## src/hw/memPkg.sv

```systemverilog
package memPkg;

   // ##############################
   // widths and geometry
   // ##############################

   localparam int DataWidth    = 16;
   localparam int AddrWidth    = 16;
   localparam int TagWidth     = 5;
   localparam int IndexWidth   = 8;
   // byte offset inside a line of four 16-bit words
   localparam int OffsetWidth  = 3;
   localparam int WordsPerLine = 4;
   localparam int NumSets      = 256;

   // word select and bank number are the offset's upper bits
   localparam int WordSelWidth  = OffsetWidth - 1;
   localparam int WordAddrWidth = IndexWidth + WordSelWidth;
   // line counters need one extra bit to reach WordsPerLine
   localparam int LineCntWidth  = WordSelWidth + 1;
   localparam logic [LineCntWidth-1:0] LastWordCnt = LineCntWidth'(WordsPerLine - 1);
   localparam logic [LineCntWidth-1:0] FullLineCnt = LineCntWidth'(WordsPerLine);

   // ##############################
   // main memory timing
   // ##############################

   localparam int BankBusyCycles = 3;
   localparam int ReadLatency    = 2;
   localparam int BusyCntWidth   = $clog2(BankBusyCycles + 1);
   localparam logic [BusyCntWidth-1:0] BusyLoad = BusyCntWidth'(BankBusyCycles);
   // one bank row per tag and index pair
   localparam int RowWidth       = TagWidth + IndexWidth;
   localparam int RowsPerBank    = 2 ** RowWidth;

   // ##############################
   // address and transfer types
   // ##############################

   typedef struct packed {
      logic [TagWidth-1:0]    tag;
      logic [IndexWidth-1:0]  index;
      logic [OffsetWidth-1:0] offset;
   } addrFieldsT;

   // same address word, flat or split into tag, index and offset
   typedef union packed {
      logic [AddrWidth-1:0] raw;
      addrFieldsT           fields;
   } memAddrU;

   typedef struct packed {
      memAddrU              addr;
      logic [DataWidth-1:0] wrData;
      logic                 write;
   } cpuReqT;

   typedef struct packed {
      logic [DataWidth-1:0] rdData;
      logic                 hit;
   } cpuRespT;

   typedef struct packed {
      memAddrU              addr;
      logic [DataWidth-1:0] wrData;
      logic                 write;
   } memReqT;

   typedef enum logic [2:0] {
      stIdle, stCompare, stEvict, stFill, stFinish, stRespond
   } ctrlStateT;

endpackage

```

## src/hw/cacheController.sv

```systemverilog
module cacheController (
   input  logic                            clk,
   input  logic                            rstN,
   // cpu side
   input  logic                            reqValid,
   input  memPkg::cpuReqT                  req,
   output logic                            reqReady,
   output logic                            respValid,
   output memPkg::cpuRespT                 resp,
   // way status
   input  logic [memPkg::TagWidth-1:0]     way0Tag,
   input  logic                            way0Valid,
   input  logic                            way0Dirty,
   input  logic                            way0Hit,
   input  logic [memPkg::DataWidth-1:0]    way0Data,
   input  logic [memPkg::TagWidth-1:0]     way1Tag,
   input  logic                            way1Valid,
   input  logic                            way1Dirty,
   input  logic                            way1Hit,
   input  logic [memPkg::DataWidth-1:0]    way1Data,
   // way control, shared by both ways
   output logic [memPkg::IndexWidth-1:0]   wayIndex,
   output logic [memPkg::OffsetWidth-1:0]  wayOffset,
   output logic [memPkg::TagWidth-1:0]     wayTagIn,
   output logic [memPkg::DataWidth-1:0]    wayWrData,
   output logic                            markDirty,
   output logic                            wayWrite0,
   output logic                            wayWrite1,
   // memory side
   output logic                            memReqValid,
   output memPkg::memReqT                  memReq,
   input  logic                            memReqReady,
   input  logic                            memRespValid,
   input  logic [memPkg::DataWidth-1:0]    memRdData
);

   memPkg::ctrlStateT               state;
   memPkg::ctrlStateT               nextState;
   memPkg::cpuReqT                  reqReg;
   // way picked in compare and kept for the rest of the access
   logic                            selWay;
   logic                            hitReg;
   logic                            victim;
   logic [memPkg::LineCntWidth-1:0] issueCnt;
   logic [memPkg::LineCntWidth-1:0] returnCnt;

   logic                            anyHit;
   logic                            chooseWay;
   logic                            chosenValid;
   logic                            chosenDirty;
   logic [memPkg::TagWidth-1:0]     selTag;
   logic [memPkg::DataWidth-1:0]    selData;
   logic                            wayWriteEn;
   logic                            writeWay;
   logic                            memAccept;

   // ##############################
   // way choice
   // ##############################

   assign anyHit = way0Hit || way1Hit;

   // hitting way, then an empty way, then the victim
   always_comb begin
      if (way0Hit) chooseWay = 1'b0;
      else if (way1Hit) chooseWay = 1'b1;
      else if (!way0Valid) chooseWay = 1'b0;
      else if (!way1Valid) chooseWay = 1'b1;
      else chooseWay = victim;
   end

   assign chosenValid = chooseWay ? way1Valid : way0Valid;
   assign chosenDirty = chooseWay ? way1Dirty : way0Dirty;
   // old tag and line words of the kept way
   assign selTag      = selWay ? way1Tag : way0Tag;
   assign selData     = selWay ? way1Data : way0Data;
   assign memAccept   = memReqValid && memReqReady;

   // ##############################
   // next state and outputs
   // ##############################

   always_comb begin
      nextState   = state;
      reqReady    = 1'b0;
      respValid   = 1'b0;
      memReqValid = 1'b0;
      wayOffset   = reqReg.addr.fields.offset;
      wayWrData   = reqReg.wrData;
      markDirty   = 1'b1;
      wayWriteEn  = 1'b0;
      writeWay    = selWay;
      unique case (state)
         memPkg::stIdle: begin
            reqReady = 1'b1;
            if (reqValid) nextState = memPkg::stCompare;
         end
         memPkg::stCompare: begin
            // a write hit is stored here so a hit answers next cycle
            writeWay   = chooseWay;
            wayWriteEn = anyHit && reqReg.write;
            if (anyHit) nextState = memPkg::stRespond;
            else if (chosenValid && chosenDirty) nextState = memPkg::stEvict;
            else nextState = memPkg::stFill;
         end
         memPkg::stEvict: begin
            // read the old line word by word while it goes out
            memReqValid = 1'b1;
            wayOffset   = {issueCnt[memPkg::WordSelWidth-1:0], 1'b0};
            if (memAccept && (issueCnt == memPkg::LastWordCnt)) nextState = memPkg::stFill;
         end
         memPkg::stFill: begin
            memReqValid = (issueCnt != memPkg::FullLineCnt);
            // returning words go in clean, in return order
            wayOffset   = {returnCnt[memPkg::WordSelWidth-1:0], 1'b0};
            wayWrData   = memRdData;
            markDirty   = 1'b0;
            wayWriteEn  = memRespValid;
            if (memRespValid && (returnCnt == memPkg::LastWordCnt)) begin
               nextState = memPkg::stFinish;
            end
         end
         memPkg::stFinish: begin
            // pending cpu write lands on the fresh line
            wayWriteEn = reqReg.write;
            nextState  = memPkg::stRespond;
         end
         memPkg::stRespond: begin
            respValid = 1'b1;
            nextState = memPkg::stIdle;
         end
         default: nextState = memPkg::stIdle;
      endcase
   end

   assign wayIndex    = reqReg.addr.fields.index;
   assign wayTagIn    = reqReg.addr.fields.tag;
   assign wayWrite0   = wayWriteEn && !writeWay;
   assign wayWrite1   = wayWriteEn && writeWay;
   assign resp.rdData = selData;
   assign resp.hit    = hitReg;

   // eviction uses the old tag, fill the requested one
   always_comb begin
      memReq.addr.fields.tag    = (state == memPkg::stEvict) ? selTag : reqReg.addr.fields.tag;
      memReq.addr.fields.index  = reqReg.addr.fields.index;
      memReq.addr.fields.offset = {issueCnt[memPkg::WordSelWidth-1:0], 1'b0};
      memReq.wrData             = (state == memPkg::stEvict) ? selData : '0;
      memReq.write              = (state == memPkg::stEvict);
   end

   // ##############################
   // registers
   // ##############################

   always_ff @(posedge clk) begin
      if (!rstN) begin
         state     <= memPkg::stIdle;
         victim    <= 1'b0;
         selWay    <= 1'b0;
         hitReg    <= 1'b0;
         issueCnt  <= '0;
         returnCnt <= '0;
      end else begin
         state <= nextState;
         if (state == memPkg::stCompare) begin
            selWay    <= chooseWay;
            hitReg    <= anyHit;
            issueCnt  <= '0;
            returnCnt <= '0;
         end else begin
            // eviction count restarts for the fill reads
            if (memAccept) begin
               issueCnt <= (nextState == memPkg::stFill && state == memPkg::stEvict)
                           ? '0 : issueCnt + 1'b1;
            end
            if (state == memPkg::stFill && memRespValid) returnCnt <= returnCnt + 1'b1;
         end
         // victim flips once per completed access
         if (state == memPkg::stRespond) victim <= !victim;
      end
   end

   // accepted request, held for the whole access
   always_ff @(posedge clk) begin
      if (reqValid && reqReady) reqReg <= req;
   end

endmodule

```

## config.mk

```make
export PLATFORM = sky130hd
export DESIGN_NAME = cacheController
export DESIGN_NICKNAME = d
export VERILOG_FILES = /design/src/hw/memPkg.sv /design/src/hw/cacheController.sv
export SDC_FILE = /design/constraint.sdc
export NUM_CORES = 1
export LEC_CHECK = 0
export ABC_AREA = 0
export BUFFER_PORTS_ARGS = -buffer_cell sky130_fd_sc_hd__buf_2
export CELL_PAD_IN_SITES_DETAIL_PLACEMENT = 1
export CELL_PAD_IN_SITES_GLOBAL_PLACEMENT = 1
export CORE_ASPECT_RATIO = 0.9
export CORE_MARGIN = 8
export CORE_UTILIZATION = 30
export DETAILED_ROUTE_END_ITERATION = 7
export GPL_TIMING_DRIVEN = 0
export HOLD_SLACK_MARGIN = 0.05
export MAX_ROUTING_LAYER = met4
export PLACE_DENSITY_LB_ADDON = 0.1
export SETUP_SLACK_MARGIN = 0.3
export SYNTH_ARGS = -nofsm -noshare
export SYNTH_HDL_FRONTEND = slang
export SYNTH_SLANG_ARGS = --single-unit
```

## constraint.sdc

```tcl
create_clock -name clk -period 3.2 [get_ports clk]
set_input_delay 0.48 -clock clk [delete_from_list [all_inputs] [get_ports clk]]
set_output_delay 0.48 -clock clk [all_outputs]
set_load 0.05 [all_outputs]
```

==> results.py <==
metrics = {
    "global_routing": {
        "first_global_vias": 2653,
        "grt_pass1_wl_um": 13600,
        "antenna_found_initial": 0,
        "grt.total_usage": 0.147,
        "grt_max_degree": 34,
        "gr-total-overflow": 0,
    },
    "timing": {
        "finalCriticalPeriod_ns": 2.45,
        "max_slew_margin": 0.463,
        "skew_ns": 0.0117,
        "max_freq_mhz": 408,
        "drv_slew": 0,
        "rsz0062_at_grt": "false",
        "finalSetupViolCount": 0,
        "fin_ws_ns": 0.750,
        "worst_pin_slew_ns": 0.806,
        "setup_tns_ns": 0,
        "fin_crit_sh": 0.766,
        "hold_violations": 0,
    },
    "detailed_routing": {
        "wl_per_cell_um": 15.5,
        "ant_nets": 0,
        "via_per_inst": 4.39,
        "wl_um": 8940,
        "drcViolationCount": 0,
        "drtPass1Iterations": 4,
        "num_vias": 2525,
        "drt_iter0_markers": 86,
    },
    "layout": {
        "register_area_mm2": 0.00123,
        "fill_cells": 1056,
        "nets": 562,
        "antenna_cells": 0,
        "multi_input_area_mm2": 0.00107,
        "syn2layout_area_growth_pct": 46.8,
        "drive_gt1_frac": 0.555,
    },
    "synth": {
        "synthMuxAreaShare": 0.105,
        "synth_most_common_cell": "nand2_1",
        "netlist_area_mm2": 0.00258,
        "synth_top_family_by_area": "simple AND/OR/NAND/NOR gates",
        "synth_ff_type": "edfxtp_1",
        "yosysWarnings": 0,
        "synth-seq-area-share": 0.477,
        "synth_compound_gate_area_share": 0.0781,
        "synth_edf_count": 33,
        "postSynthAreaPerCell_um2": 9.92,
        "synth_seq_cells": 45,
        "ys_types": 38,
        "yosys.area_share.simple": 0.197,
        "synth_fp_nets": 367,
        "netlist_instances": 260,
        "yosys-top-cells-count": "nand2_1 (59), edfxtp_1 (33), buf_4 (28)",
        "async_flop_share": 0,
        "synth_adder_area_share": 0.0243,
        "synth_top_cell_area_share": 0.384,
        "synth-xor-area-share": 0.00679,
        "synth_top_area_cell": "edfxtp_1",
        "synthTopCellsByArea": "edfxtp_1 (38%), dfxtp_1 (9.3%), nand2_1 (8.6%), buf_4 (8.2%), mux2_2 (7.0%)",
    },
    "setup_path": {
        "arrival_ns": 1.97,
        "path_max_fanout": 10,
        "worstSetupEndpointType": "output port",
        "worst_path_most_repeated_cell": "buf_4",
        "reg2reg_slack_ns": 1.30,
        "cpMaxStageDelayCell": "dfxtp_1",
        "critPathBufInv": 4,
        "slowest_delay_ns": 0.40,
        "critPathTopFamily": "buffers and inverters",
        "critPathRequiredTime_ns": 2.72,
        "critical_path_class": "register to output port",
        "r2r_start": "state[0]$_SDFF_PN0_",
        "startpoint_type": "register",
        "crit_path_end": "memReq[10]",
        "path_cells": "buf_4 -> nor3b_2 -> buf_4 -> clkbuf_2 -> and2_1 -> buf_2",
        "r2r_cells": 3,
        "crit_path_start": "state[1]$_SDFF_PN0_",
        "r2r-end": "wayTagIn[1]$_DFFE_PP_",
        "cp.depth": 6,
    },
    "place": {
        "hpwl_um": 7480,
        "preCtsSetupSlack_ns": 1.04,
        "gp_congestion": 0.772,
        "io_buffers": 188,
    },
    "clocking": {
        "htreeDepth": 2,
        "post-cts-setup-buffers": 0,
        "clkSinkCount": 45,
        "clk_pin_slew_ns": 0.09,
        "clk_latency_ns": 0.30,
        "cts_tree": "yes",
        "cts_root_buf": "clkbuf_8",
        "cts_buffers": 5,
        "cts.path.max_buffers": 2,
        "hold_buffers": 0,
        "cts_resized": 0,
    },
    "floorplanning": {
        "fp-row-count": 32,
        "core_area_mm2": 0.00845,
        "dieArea_mm2": 0.0118,
        "dieHeight_um": 104,
        "initial_utilization": 0.305,
        "ioPinCount": 190,
        "die-width_um": 114,
    },
    "power": {
        "pwr-share-comb": 0.451,
        "leakage_nw": 1.89,
        "ir_worst_vdd_mv": 0.242,
        "clkPwrFrac": 0.202,
        "swShare": 0.433,
        "p_seq_frac": 0.348,
        "p_sw_w": 0.000941,
        "internal_power_w": 0.00123,
        "power_density_mw_per_mm2": 574,
    },
    "worst_hold_path": {
        "hp-start": "req[3]",
        "hp-class": "input pin to register",
    },
    "job": {
        "maxCapViolations": 0,
    },
    "run_status": {
        "status": "complete, no violations",
    },
}
power groups by stage:
stage	sequential, W	clock (W)	combinational [W]
5_1_grt	0.000765	0.000471	0.00104
2_1_floorplan	0.000760	0	0.000741
3_5_place_dp	0.000770	0	0.000991
4_1_cts	0.000757	0.000455	0.000994
3_3_place_gp	0.000768	0	0.000982
6_report	0.000755	0.000438	0.000979
how the worst min path moves through the flow:
stage                     slack (ns)                        end  cells past startpoint
after floorplan                 0.45  returnCnt[1]$_SDFFE_PP0P_                      2
after global placement          0.47  returnCnt[1]$_SDFFE_PP0P_                      2
after detailed placement        0.49   issueCnt[2]$_SDFFE_PP0P_                      2
after CTS                       0.34       reqReg[19]$_DFFE_PP_                      1
after global routing            0.33        reqReg[5]$_DFFE_PP_                      1
final                           0.35        reqReg[3]$_DFFE_PP_                      1
placed cells by master (no fill, tap or decap), types with 9 or more instances in the layout:
| cell | synthesis | final |
|---|---|---|
| edfxtp_1 | 33 | 33 |
| nand2_1 | 59 | 59 |
| buf_4 | 28 | 28 |
| mux2i_1 | 9 | 9 |
| a21oi_1 | 12 | 12 |
| nor2_1 | 10 | 10 |
| and2_1 | 19 | 18 |
| buf_2 | 6 | 194 |
| mux2_2 | 16 | 16 |
| dfxtp_1 | 12 | 12 |
logic make-up (layout without fill, tap and decap cells):
kind of cell,Yosys count,after routing
xor+xnor,2,2
mux,25,25
compound gates,31,31
buf+inv,45,241
other cells,1,1
simple gates,106,106
fa+ha+maj,5,5
flops,45,45
stage by stage:
stage	total power [W]	cells	util	hold WS [ns]	instance area, µm²
finish	0.00217	575	0.448	0.346	3790
global route	0.00227	575	0.448	0.329	3790
CTS	0.00221	575	0.448	0.336	3790
detailed placement	0.00176	567	0.435	0.489	3670
global placement	0.00175	567	0.435	0.469	3670
floorplan	0.00150	260	-	0.453	2580
worst reg2reg max path, cell delays in order, from the launching register on:
cell and delay (ns):
dfxtp_1 0.38, buf_2 0.22, nor3_2 0.20, and2_2 0.69
flip-flops by register name (all words and copies together) (netlist names):
signal / cells
reqReg: 20
issueCnt: 3
hitReg: 1
returnCnt: 3
wayTagIn: 5
state: 3
selWay: 1
victim: 1
memReq: 8
final cells by class:
type,count,share of cell area
Sequential cell,45,0.325
Multi-Input combinational cell,170,0.283
Timing Repair Buffer,188,0.249
Buffer,37,0.0668
Tap cell,119,0.0393
Clock buffer,6,0.0192
Clock inverter,2,0.0102
Inverter,8,0.00793
layer usage:
layer  GRT usage  up-vias  part of all wire
met3      0.0522        7             0.089
met5           -        -                 0
met4      0.0380        0            0.0097
met1       0.167     1140              0.44
met2       0.240      122              0.46
li1            -     1256                 -
(Power assumes the default switching activity.)
